File: config.mk
export PLATFORM = sky130hd
export DESIGN_NAME = window_filter_top
export DESIGN_NICKNAME = d
export VERILOG_FILES = /design/src/verilog/conv_pkg.sv /design/src/verilog/window_if.sv /design/src/verilog/line_buffer.sv /design/src/verilog/window_7x7_datapath.sv /design/src/verilog/window_reduce.sv /design/src/verilog/window_ctrl.sv /design/src/verilog/window_filter_top.sv
export SDC_FILE = /design/constraint.sdc
export NUM_CORES = 2
export LEC_CHECK = 0
export BUFFER_PORTS_ARGS = -buffer_cell sky130_fd_sc_hd__buf_2
export CAP_MARGIN = 20
export CORE_ASPECT_RATIO = 1.5
export CORE_MARGIN = 2
export CORE_UTILIZATION = 40
export DETAILED_ROUTE_END_ITERATION = 8
export GPL_TIMING_DRIVEN = 1
export SLEW_MARGIN = 25
export SYNTH_ARGS = -nofsm -noshare
export SYNTH_HDL_FRONTEND = slang
export SYNTH_SLANG_ARGS = --single-unit
File: constraint.sdc
create_clock -name clk -period 162.8 [get_ports clk]
set_input_delay 32.56 -clock clk [delete_from_list [all_inputs] [get_ports clk]]
set_output_delay 32.56 -clock clk [all_outputs]
set_load 0.02 [all_outputs]
File: src/verilog/conv_pkg.sv
`default_nettype none

package conv_pkg;

  // ==========================================================================
  // window geometry and data types
  // ==========================================================================

  localparam int WIN = 7;  // window side length.

  typedef logic [7:0]  pixel_t;   // greyscale pixel.
  typedef logic [13:0] result_t;  // fits 49 x 255.

  typedef enum logic [1:0] {
    OP_SUM = 2'd0,
    OP_MAX = 2'd1,
    OP_MIN = 2'd2
  } op_t;

  // ==========================================================================
  // link controller states
  // ==========================================================================

  typedef enum logic [2:0] {
    ST_IDLE     = 3'd0,  // waiting for a pixel.
    ST_ACK      = 3'd1,  // pixel acknowledged.
    ST_WAIT_WIN = 3'd2,  // result on its way.
    ST_RES_REQ  = 3'd3,
    ST_RES_DROP = 3'd4
  } ctrl_state_t;

endpackage

`default_nettype wire

File: src/verilog/window_if.sv
`default_nettype none

interface window_if import conv_pkg::*; ();

  pixel_t [WIN*WIN-1:0] win;         // index 0 is top row, oldest column.
  logic                 win_valid;   // one cycle per full window.
  logic                 frame_last;  // last window position of the image.

  modport dp (
    output win,
    output win_valid,
    output frame_last
  );

  modport red (
    input win,
    input win_valid,
    input frame_last
  );

endinterface

`default_nettype wire

File: src/verilog/line_buffer.sv
`default_nettype none

module line_buffer import conv_pkg::*; #(
  parameter int COLS = 16
) (
  input  logic             clk,
  input  logic             rst_n,
  input  logic             shift_en_i,
  input  pixel_t           pix_i,
  output pixel_t [WIN-1:0] taps_o
);

  localparam int NLINES = WIN - 1;

  // line l holds the last COLS pixels that entered it.
  pixel_t line_q [NLINES][COLS];

  // ==========================================================================
  // chained row lines
  // ==========================================================================

  always_ff @(posedge clk) begin
    if (!rst_n) begin
      for (int l = 0; l < NLINES; l++) begin
        for (int c = 0; c < COLS; c++) begin
          line_q[l][c] <= '0;
        end
      end
    end else if (shift_en_i) begin
      for (int l = 0; l < NLINES; l++) begin
        line_q[l][0] <= taps_o[l];  // fed by the line above in the chain.
        for (int c = 1; c < COLS; c++) begin
          line_q[l][c] <= line_q[l][c-1];
        end
      end
    end
  end

  // tap k is the pixel k rows above the incoming one.
  always_comb begin
    taps_o[0] = pix_i;
    for (int k = 1; k < WIN; k++) begin
      taps_o[k] = line_q[k-1][COLS-1];
    end
  end

endmodule

`default_nettype wire

File: src/verilog/window_7x7_datapath.sv
`default_nettype none

module window_7x7_datapath import conv_pkg::*; #(
  parameter int COLS = 16,
  parameter int ROWS = 12
) (
  input  logic             clk,
  input  logic             rst_n,
  input  logic             shift_en_i,
  input  pixel_t [WIN-1:0] taps_i,
  output logic             win_full_o,
  window_if.dp             wbus
);

  localparam int CW = $clog2(COLS);
  localparam int RW = $clog2(ROWS);

  logic [CW-1:0]        col_q;
  logic [RW-1:0]        row_q;
  logic                 col_last;
  logic                 row_last;
  logic                 in_image;
  pixel_t [WIN*WIN-1:0] win_q;
  logic                 win_full_q;
  logic                 win_valid_q;
  logic                 frame_last_q;

  // position of the pixel being taken.
  assign col_last = (col_q == CW'(COLS - 1));
  assign row_last = (row_q == RW'(ROWS - 1));
  assign in_image = (col_q >= CW'(WIN - 1)) && (row_q >= RW'(WIN - 1));

  // ==========================================================================
  // raster counters
  // ==========================================================================

  always_ff @(posedge clk) begin
    if (!rst_n) begin
      col_q <= '0;
      row_q <= '0;
    end else if (shift_en_i) begin
      if (col_last) begin
        col_q <= '0;
        row_q <= row_last ? '0 : row_q + 1'b1;  // wraps into the next frame.
      end else begin
        col_q <= col_q + 1'b1;
      end
    end
  end

  always_ff @(posedge clk) begin
    if (!rst_n) begin
      win_full_q   <= 1'b0;
      win_valid_q  <= 1'b0;
      frame_last_q <= 1'b0;
    end else begin
      win_valid_q <= shift_en_i && in_image;
      if (shift_en_i) begin
        win_full_q   <= in_image;  // held until the next pixel.
        frame_last_q <= col_last && row_last;
      end
    end
  end

  // ==========================================================================
  // window shift
  // ==========================================================================

  always_ff @(posedge clk) begin
    if (!rst_n) begin
      win_q <= '0;
    end else if (shift_en_i) begin
      for (int r = 0; r < WIN; r++) begin
        for (int c = 0; c < WIN - 1; c++) begin
          win_q[r*WIN + c] <= win_q[r*WIN + c + 1];
        end
        win_q[r*WIN + WIN - 1] <= taps_i[WIN - 1 - r];  // top row is oldest line.
      end
    end
  end

  assign win_full_o      = win_full_q;
  assign wbus.win        = win_q;
  assign wbus.win_valid  = win_valid_q;
  assign wbus.frame_last = frame_last_q;

endmodule

`default_nettype wire

File: src/verilog/window_reduce.sv
`default_nettype none

module window_reduce import conv_pkg::*; (
  input  logic    clk,
  input  logic    rst_n,
  input  op_t     op_i,
  window_if.red   wbus,
  output logic    res_valid_o,
  output result_t res_data_o
);

  logic    first_q;  // next window opens a frame.
  op_t     op_q;
  op_t     op_cur;
  result_t sum_d;
  pixel_t  max_d;
  pixel_t  min_d;
  result_t res_d;

  // opcode sampled at frame start, then held.
  assign op_cur = first_q ? op_i : op_q;

  always_comb begin
    sum_d = '0;
    max_d = '0;
    min_d = '1;
    for (int i = 0; i < WIN*WIN; i++) begin
      sum_d = sum_d + result_t'(wbus.win[i]);
      if (wbus.win[i] > max_d) max_d = wbus.win[i];
      if (wbus.win[i] < min_d) min_d = wbus.win[i];
    end
  end

  always_comb begin
    case (op_cur)
      OP_MAX:  res_d = result_t'(max_d);  // zero extended.
      OP_MIN:  res_d = result_t'(min_d);
      default: res_d = sum_d;
    endcase
  end

  always_ff @(posedge clk) begin
    if (!rst_n) begin
      first_q     <= 1'b1;
      op_q        <= OP_SUM;
      res_valid_o <= 1'b0;
    end else begin
      res_valid_o <= wbus.win_valid;
      if (wbus.win_valid) begin
        first_q <= wbus.frame_last;
        if (first_q) op_q <= op_i;
      end
    end
  end

  always_ff @(posedge clk) begin
    if (wbus.win_valid) res_data_o <= res_d;  // held for the output link.
  end

endmodule

`default_nettype wire

File: src/verilog/window_ctrl.sv
`default_nettype none

module window_ctrl import conv_pkg::*; (
  input  logic clk,
  input  logic rst_n,
  input  logic pix_req_i,
  output logic pix_ack_o,
  output logic shift_en_o,
  input  logic win_full_i,
  input  logic res_valid_i,
  output logic res_req_o,
  input  logic res_ack_i
);

  ctrl_state_t state_q;
  logic        pix_ack_q;
  logic        shift_en_q;
  logic        res_req_q;
  logic        res_seen_q;  // result arrived while still in ST_ACK.

  always_ff @(posedge clk) begin
    if (!rst_n) begin
      state_q    <= ST_IDLE;
      pix_ack_q  <= 1'b0;
      shift_en_q <= 1'b0;
      res_req_q  <= 1'b0;
      res_seen_q <= 1'b0;
    end else begin
      shift_en_q <= 1'b0;
      if (res_valid_i) res_seen_q <= 1'b1;
      case (state_q)
        ST_IDLE: if (pix_req_i) begin
          pix_ack_q  <= 1'b1;
          shift_en_q <= 1'b1;  // take the pixel with the ack edge.
          state_q    <= ST_ACK;
        end
        ST_ACK: if (!pix_req_i) begin
          pix_ack_q <= 1'b0;
          state_q   <= win_full_i ? ST_WAIT_WIN : ST_IDLE;
        end
        ST_WAIT_WIN: if (res_valid_i || res_seen_q) begin
          res_seen_q <= 1'b0;
          res_req_q  <= 1'b1;
          state_q    <= ST_RES_REQ;
        end
        ST_RES_REQ: if (res_ack_i) begin
          res_req_q <= 1'b0;
          state_q   <= ST_RES_DROP;
        end
        ST_RES_DROP: if (!res_ack_i) state_q <= ST_IDLE;  // sink done.
        default: state_q <= ST_IDLE;
      endcase
    end
  end

  assign pix_ack_o  = pix_ack_q;
  assign shift_en_o = shift_en_q;
  assign res_req_o  = res_req_q;

endmodule

`default_nettype wire

File: src/verilog/window_filter_top.sv
`default_nettype none

module window_filter_top import conv_pkg::*; #(
  parameter int COLS = 16,
  parameter int ROWS = 12
) (
  input  logic    clk,
  input  logic    rst_n,
  input  op_t     op_i,
  input  logic    pix_req_i,
  input  pixel_t  pix_data_i,
  output logic    pix_ack_o,
  output logic    res_req_o,
  output result_t res_data_o,
  input  logic    res_ack_i
);

  logic             shift_en;
  logic             win_full;
  logic             res_valid;
  pixel_t [WIN-1:0] taps;

  window_if wbus ();

  line_buffer #(
    .COLS (COLS)
  ) line_buffer_i (
    .clk        (clk),
    .rst_n      (rst_n),
    .shift_en_i (shift_en),
    .pix_i      (pix_data_i),
    .taps_o     (taps)
  );

  window_7x7_datapath #(
    .COLS (COLS),
    .ROWS (ROWS)
  ) window_7x7_datapath_i (
    .clk        (clk),
    .rst_n      (rst_n),
    .shift_en_i (shift_en),
    .taps_i     (taps),
    .win_full_o (win_full),
    .wbus       (wbus.dp)
  );

  window_reduce window_reduce_i (
    .clk         (clk),
    .rst_n       (rst_n),
    .op_i        (op_i),
    .wbus        (wbus.red),
    .res_valid_o (res_valid),
    .res_data_o  (res_data_o)
  );

  window_ctrl window_ctrl_i (
    .clk         (clk),
    .rst_n       (rst_n),
    .pix_req_i   (pix_req_i),
    .pix_ack_o   (pix_ack_o),
    .shift_en_o  (shift_en),
    .win_full_i  (win_full),
    .res_valid_i (res_valid),
    .res_req_o   (res_req_o),
    .res_ack_i   (res_ack_i)
  );

endmodule

`default_nettype wire

# --- After elaboration in Yosys (flattened, before gate mapping) ---
# Memories as Yosys holds them, arrays and structs flattened.
# Cells that the tools add are included.
word_totals:
  ff_bits: 428
  inputBits: 14
  elab_cells: 554
  n_memories: 1
  output_inout_bits: 16
  ramBits: 768
classes:
  bitwise_logic: 96
  magnitude_cmp: 100
  n_eq_ne: 13
  n_reduce_logical: 12
  addsub: 50
  muxes: 219
memory_table:
  columns: ["name", "depth", "width", "read_ports", "rd_ports_with_merged_regs", "wr", "line", "text"]
  rows:
  - ["line_buffer_i.line_q", 6, 128, 6, 0, 6, "line_buffer.sv:16", "pixel_t line_q [NLINES][COLS];"]
op_table:
  columns: ["operator", "n"]
  rows:
  - ["$mux W8", 194]
  - ["$add A14 B8 Y14", 47]
  - ["$gt A8 B8 Y1", 48]
  - ["$lt A8 B8 Y1", 48]
  - ["$or A1 B1 Y1", 96]
  - ["$pmux W14 S2", 1]
  - ["$mux W3", 5]
  - ["$pmux W3 S5", 1]
  - ["$mux W1", 12]
  - ["$add A8 B8 Y9", 1]
  - ["$add A4 B1 Y4 const B", 2]
  - ["$eq A4 B4 Y1 const B", 2]
  - ["$ge A4 B3 Y1 const B", 2]
  - ["$gt A8 B1 Y1 const B", 1]
  - ["$lt A8 B8 Y1 const B", 1]
  - ["$mux W4", 2]
  - ["$ne A2 B2 Y1 const B", 4]
  - ["$eq A3 B2 Y1 const B", 2]
  - ["$reduce_and A3 Y1", 2]
  - ["$reduce_and A5 Y1", 1]
  - ["$mux W2", 2]
  - ["$pmux W1 S2", 2]
  - ["$reduce_and A2 Y1", 2]
  - ["$reduce_bool A2 Y1", 2]
  - ["other kinds (8)", 10]

# --- Longest topological paths before layout ---
depth:
  depth_word: 99
  mapped_depth: 538
  ltp_nobuf: 498

# --- Hierarchy ---
# From an unflattened synthesis, not the netlist that was laid out.
unflattened:
  hier_cells: 8357
  hier_area_um2: 86940.9
modules_own_cells:
  columns: ["module", "n_inst", "seq_area_each_um2", "cells_each", "area_each_um2"]
  rows:
  - ["window_reduce", 1, 500.5, 5237, 41798.8]
  - ["line_buffer", 1, 23062.1, 1763, 29311.9]
  - ["window_7x7_datapath", 1, 8067.7, 1323, 15507.4]
  - ["window_ctrl", 1, 140.1, 34, 322.8]

# --- Least setup slack after synthesis ---
# Ideal clock, no wire load.
synth_path:
  path_kind: "reg2reg"
  from: "register window_7x7_datapath_i.win_q, in the netlist window_7x7_datapath_i.wbus.win[1]"
  to: "register window_reduce_i.res_data_o[2] (data pin)"
  arrival_time_ps: 88335
  setup_slack_ps: 74207
  n_path_buf: 40
  required_time_ps: 162541
  setup_ps: 259
  synth_period_minus_slack_ps: 88593
  stages_incl_launch_ff: 506
  cell_sequence: "dfxtp_1 > inv_1 > ha_1 > nor2b_1 > o21ai_2 > a21oi_2 > o21ai_1 > mux2i_1 > ha_1 > nor2b_1 > a211o_1 > a311o_1 > a31o_1 > nand3_1 > a211o_1 > clkbuf_1 > nor2_1 > a21oi_1 > (+470 left out) > a21oi_1 > o21ai_0 > o21ai_1 > inv_1 > buf_2 > o21a_1 > ha_1 > nor2b_1 > o21ai_0 > nand2b_1 > a21oi_1 > o21ai_0 > o21ai_1 > inv_1 > a311oi_1 > o31ai_1 > a21oi_1 > o21ai_1"
synth_via:
  elab_chain_cells: 99
  word_cells_on_any_way: 245
  cone_classes: "add/sub: 48; order compare: 98; mux: 99"
synth_lines:
  columns: ["element", "line", "text"]
  rows:
  - ["start: declaration", "window_7x7_datapath.sv:23", "pixel_t [WIN*WIN-1:0] win_q;"]
  - ["start signal: indexed assignment", "window_7x7_datapath.sv:75", "win_q[r*WIN + c] <= win_q[r*WIN + c + 1];"]
  - ["start signal: indexed assignment", "window_7x7_datapath.sv:77", "win_q[r*WIN + WIN - 1] <= taps_i[WIN - 1 - r];"]
  - ["branches (longest 98 deep; another with $add A14 B8 Y14)", null, null]
  - ["$pmux W14 S2 *", "window_reduce.sv:35", "case (op_cur)"]
  - ["via window_reduce_i.res_d[2]", "window_reduce.sv:18", "result_t res_d;"]
  - ["end signal: assignment", "window_reduce.sv:57", "if (wbus.win_valid) res_data_o <= res_d;"]
  - ["end: declaration", "window_reduce.sv:9", "output result_t res_data_o"]
# Mark *: on every way through the listed nets, which the timed path passes.
# A chain may end at the register's enable or synchronous reset.

# --- Final worst setup path ---
layout_path:
  from: "register window_7x7_datapath_i.win_q, in the netlist window_7x7_datapath_i.wbus.win[10]"
  to: "register window_reduce_i.res_data_o[3] (data pin)"
layout_via:
  elab_chain_cells: 97
  word_cells_on_any_way: 241
  cone_classes: "add/sub: 48; order compare: 96; mux: 97"
layout_lines:
  columns: ["element", "line"]
  rows:
  - ["branches (longest 96 deep; another with $add A14 B8 Y14)", null]
  - ["$pmux W14 S2 *", "window_reduce.sv:35"]
  - ["via window_reduce_i.res_d[3]", "window_reduce.sv:18"]
# Marked as above.

==> results by group <==
Status
  • Run status: finished clean

Critical path
  • Critical Path End Type: flip-flop
  • Worst path bufs/invs: 22
  • CP Max Fanout: 20
  • Top cell by count, worst path: a21oi_1
  • Flop2flop setup slack: just under 60,000 ps
  • Slowest-stage cell, CP: o21ai_1
  • Top delay family on crit path: compound AO/OA/AOI/OAI gates
  • CP Class: flip-flop to flip-flop
  • Worst reg2reg startpoint: window_7x7_datapath_i.wbus.win[10]
  • Slowest stage delay, CP: 850 ps
  • FF-to-FF End: window_reduce_i.res_data_o[3]
  • Worst r2r path cells: roughly 460
  • Startpoint Class: flip-flop
  • Data arrival time of the worst path: ~110,000 ps
  • Critical path required time: between 150,000 and 200,000 ps

Yosys
  • Syn Nets: approximately 9,300
  • Largest cells by area after synthesis: edfxtp_1, ha_1, dfxtp_1, fa_1, and3_1
  • EDFF count, synth: just under 800
  • Cell accounting for the most synthesized area: edfxtp_1
  • Main synth FF type: edfxtp_1
  • Ys async rst share: 0
  • Synth Register Bits: ~1,200
  • Yosys top cell area share: 0.277
  • Sequential element share of the synthesized area: 0.375
  • Cells after Synth: 8,260
  • Yosys Warn Count: 0
  • Unique cell type count in the Yosys netlist: about 140
  • Post-Synthesis Cell Area: 84,700 um^2
  • Avg Inst Size Synth: a little over 10 um^2

Global route
  • GRT Total Usage: 0.216
  • Largest net degree at the start of global routing: 261
  • Vias in the first global route: 61,900
  • Antenna violations before repair: 1
  • Gr ovfl total: 0
  • First-pass GRT wire length: ~370,000 um

Flow run
  • Max-cap viol count: 0

Final layout
  • Synth-to-layout area growth: 8.72%
  • Share of cells above drive strength 1: 0.0780
  • Design area: between 90,000 and 100,000 um^2
  • Non-Filler Instances: ~11,000
  • Fin nets: 9,184
  • Final Core Density: 0.438

Placement
  • IO Port Bufs: 29
  • GPL Wtd Cong: approximately 0.94
  • Cell total after placement: approximately 11,000
  • DP HPWL: 178,000 um
  • Placed cell areas: 87,400 um^2

Worst hold path
  • Min-delay src: window_7x7_datapath_i.win_full_o
  • Hold Crit Endpoint: window_7x7_datapath_i.win_full_o
  • WHS Path Cells: 1
  • HP Class: flip-flop to flip-flop

STA
  • Endpoints failing setup: 0
  • Final period util: 0.643
  • Final hold violation count: 0
  • Max Fclk: 9.55 MHz
  • Period minus WS final: 104,720 ps
  • Worst-Margin Slew: 1110 ps
  • Clk_skew: slightly below 90 ps
  • Setup TNS Final: 0 ps
  • Max-slew violations: 0
  • Slew margin rel.: 0.259
  • RSZ-0062 raised after global routing: no

Die
  • Core footprint: approximately 210,000 um^2
  • Initial Util: 0.403
  • Chip height: between 500 and 600 um
  • Die ar.: 215,000 um^2
  • Ports: 30
  • Die X: 380 um
  • FP Rows: approximately 200

Routing
  • Drt pass-1 iters: 6
  • DR vias: a little over 60,000
  • DR iter-0 viols: roughly 3,600
  • Number of remaining DRC errors: 0
  • Routed len/inst: between 20 and 25 um
  • Number of vias per cell: 5.48
  • Final wirelength: around 240,000 um
  • Final ANT Viol Nets: 0

CTS
  • Cts bufs inserted: approximately 140
  • Max Root-Sink Buffers: 4
  • CTS HTree Levels: 4
  • Later-pin clock latency in the skew report: about 800 ps
  • Buffer count from post-CTS setup fixing: 0
  • Post-CTS Hold Buffers: 0
  • Root Driver: clkbuf_16
  • CTS tree: built
  • Clk pin slew, worst setup/hold paths: 60 ps
  • CTS-repair resized insts: 0
  • Clock sink count: around 1,200
## worst register-to-register path: cells and delay by family, from the launching register on
kind | cells | cell delay [ps]
AO/OA/AOI/OAI | 244 | 58060
adder cells (fa/ha/maj) | 50 | 15530
buffers and inverters | 22 | 2330
flip-flops | 1 | 560
multiplexers | 24 | 8510
AND/OR/NAND/NOR | 123 | 19670
## cell usage in the layout (no fill, tap or decap), types with 144 or more instances in the layout
cell type,n
inv_1,919
and3_1,806
edfxtp_1,782
ha_1,694
mux2i_1,499
nor2b_1,416
dfxtp_1,412
fa_1,364
nand2_1,363
a21oi_1,354
nor2_1,340
o21ai_0,291
a21o_1,229
mux2_2,222
clkbuf_16,144
## how the worst max path moves through the flow
stage	to	cells after the start	startpoint
2_1_floorplan	window_reduce_i.res_data_o[2]	505	window_7x7_datapath_i.wbus.win[1]
3_3_place_gp	window_reduce_i.res_data_o[4]	449	window_7x7_datapath_i.wbus.win[1]
3_5_place_dp	window_reduce_i.res_data_o[4]	458	window_7x7_datapath_i.wbus.win[10]
4_1_cts	window_reduce_i.res_data_o[4]	458	window_7x7_datapath_i.wbus.win[10]
5_1_grt	window_reduce_i.res_data_o[0]	473	window_7x7_datapath_i.wbus.win[10]
6_report	window_reduce_i.res_data_o[3]	463	window_7x7_datapath_i.wbus.win[10]
## metal layers
layer  GRT usage  routed length, um
met1       0.244              94000
met2       0.405             125000
met3      0.0212               6370
met4       0.104              12600
met5           0                  0
## cell type report
cell class | count | area [um^2]
multi-input combinational | 5766 | 48000
tap | 2808 | 3510
clock buffer | 185 | 3930
sequential | 1196 | 31800
fill | 20200 | 118000
antenna | 2 | 5.00
timing repair buffer | 85 | 689
clock inverter | 59 | 671
inverter | 922 | 3470
## synth_stat cells (17+ instances only)
cell and instances:
nand2_1 363, o21ai_1 36, a22oi_1 21, maj3_1 30, mux2i_1 499, o21bai_1 22
a211o_1 25, nand3_1 69, inv_1 920, a21boi_0 17, nor2b_1 417, ha_1 694
dfxtp_1 414, a21o_1 229, nand2b_1 83, edfxtp_1 782, nor3_1 67, fa_1 364
o21a_1 95, xnor2_1 43, and2_1 36, o31ai_1 18, o211ai_1 55, o211a_1 18
or3_1 20, and3_1 806, a211oi_1 40, nor2_1 340, nand4_1 55, o21ai_0 292
mux2_2 222, buf_2 18, or2_2 21, clkbuf_1 314, a31oi_1 44, a21oi_1 354
buf_1 35, and4_1 35
## stage by stage
stage          worst slack, ps  hold WS (ps)
2_1_floorplan            74210           426
3_3_place_gp             60560           442
3_5_place_dp             58810           447
4_1_cts                  58380           461
5_1_grt                  48020           484
6_report                 58080           456
## sequential cells by signal, indices dropped and copies added, names as in the netlist
register,count
window_7x7_datapath_i.wbus.frame_last,1
window_ctrl_i.res_req_o,1
window_7x7_datapath_i.wbus.win_valid,1
window_ctrl_i.state_q,3
window_ctrl_i.pix_ack_o,1
window_reduce_i.res_valid_o,1
window_7x7_datapath_i.wbus.win,392
window_ctrl_i.res_seen_q,1
window_7x7_datapath_i.col_q,4
line_buffer_i.line_q,768
window_reduce_i.res_data_o,14
window_7x7_datapath_i.win_full_o,1
window_7x7_datapath_i.row_q,4
window_reduce_i.op_q,2
window_ctrl_i.shift_en_o,1
window_reduce_i.first_q,1
## kinds of logic after synthesis
kind of cell | after synthesis | synth area share
muxes | 730 | 0.0900
adders and majority gates | 1090 | 0.192
xor gates and xnor gates | 57 | 0.00589
and+or+nand+nor | 2381 | 0.156
DFF | 1196 | 0.375
buffers and inverters | 1298 | 0.0583
AOI/OAI and AO/OA | 1508 | 0.122
Power is left out: the tool's default activity adds up to more than one toggle a clock period on the data nets, which glitch-free logic cannot reach.
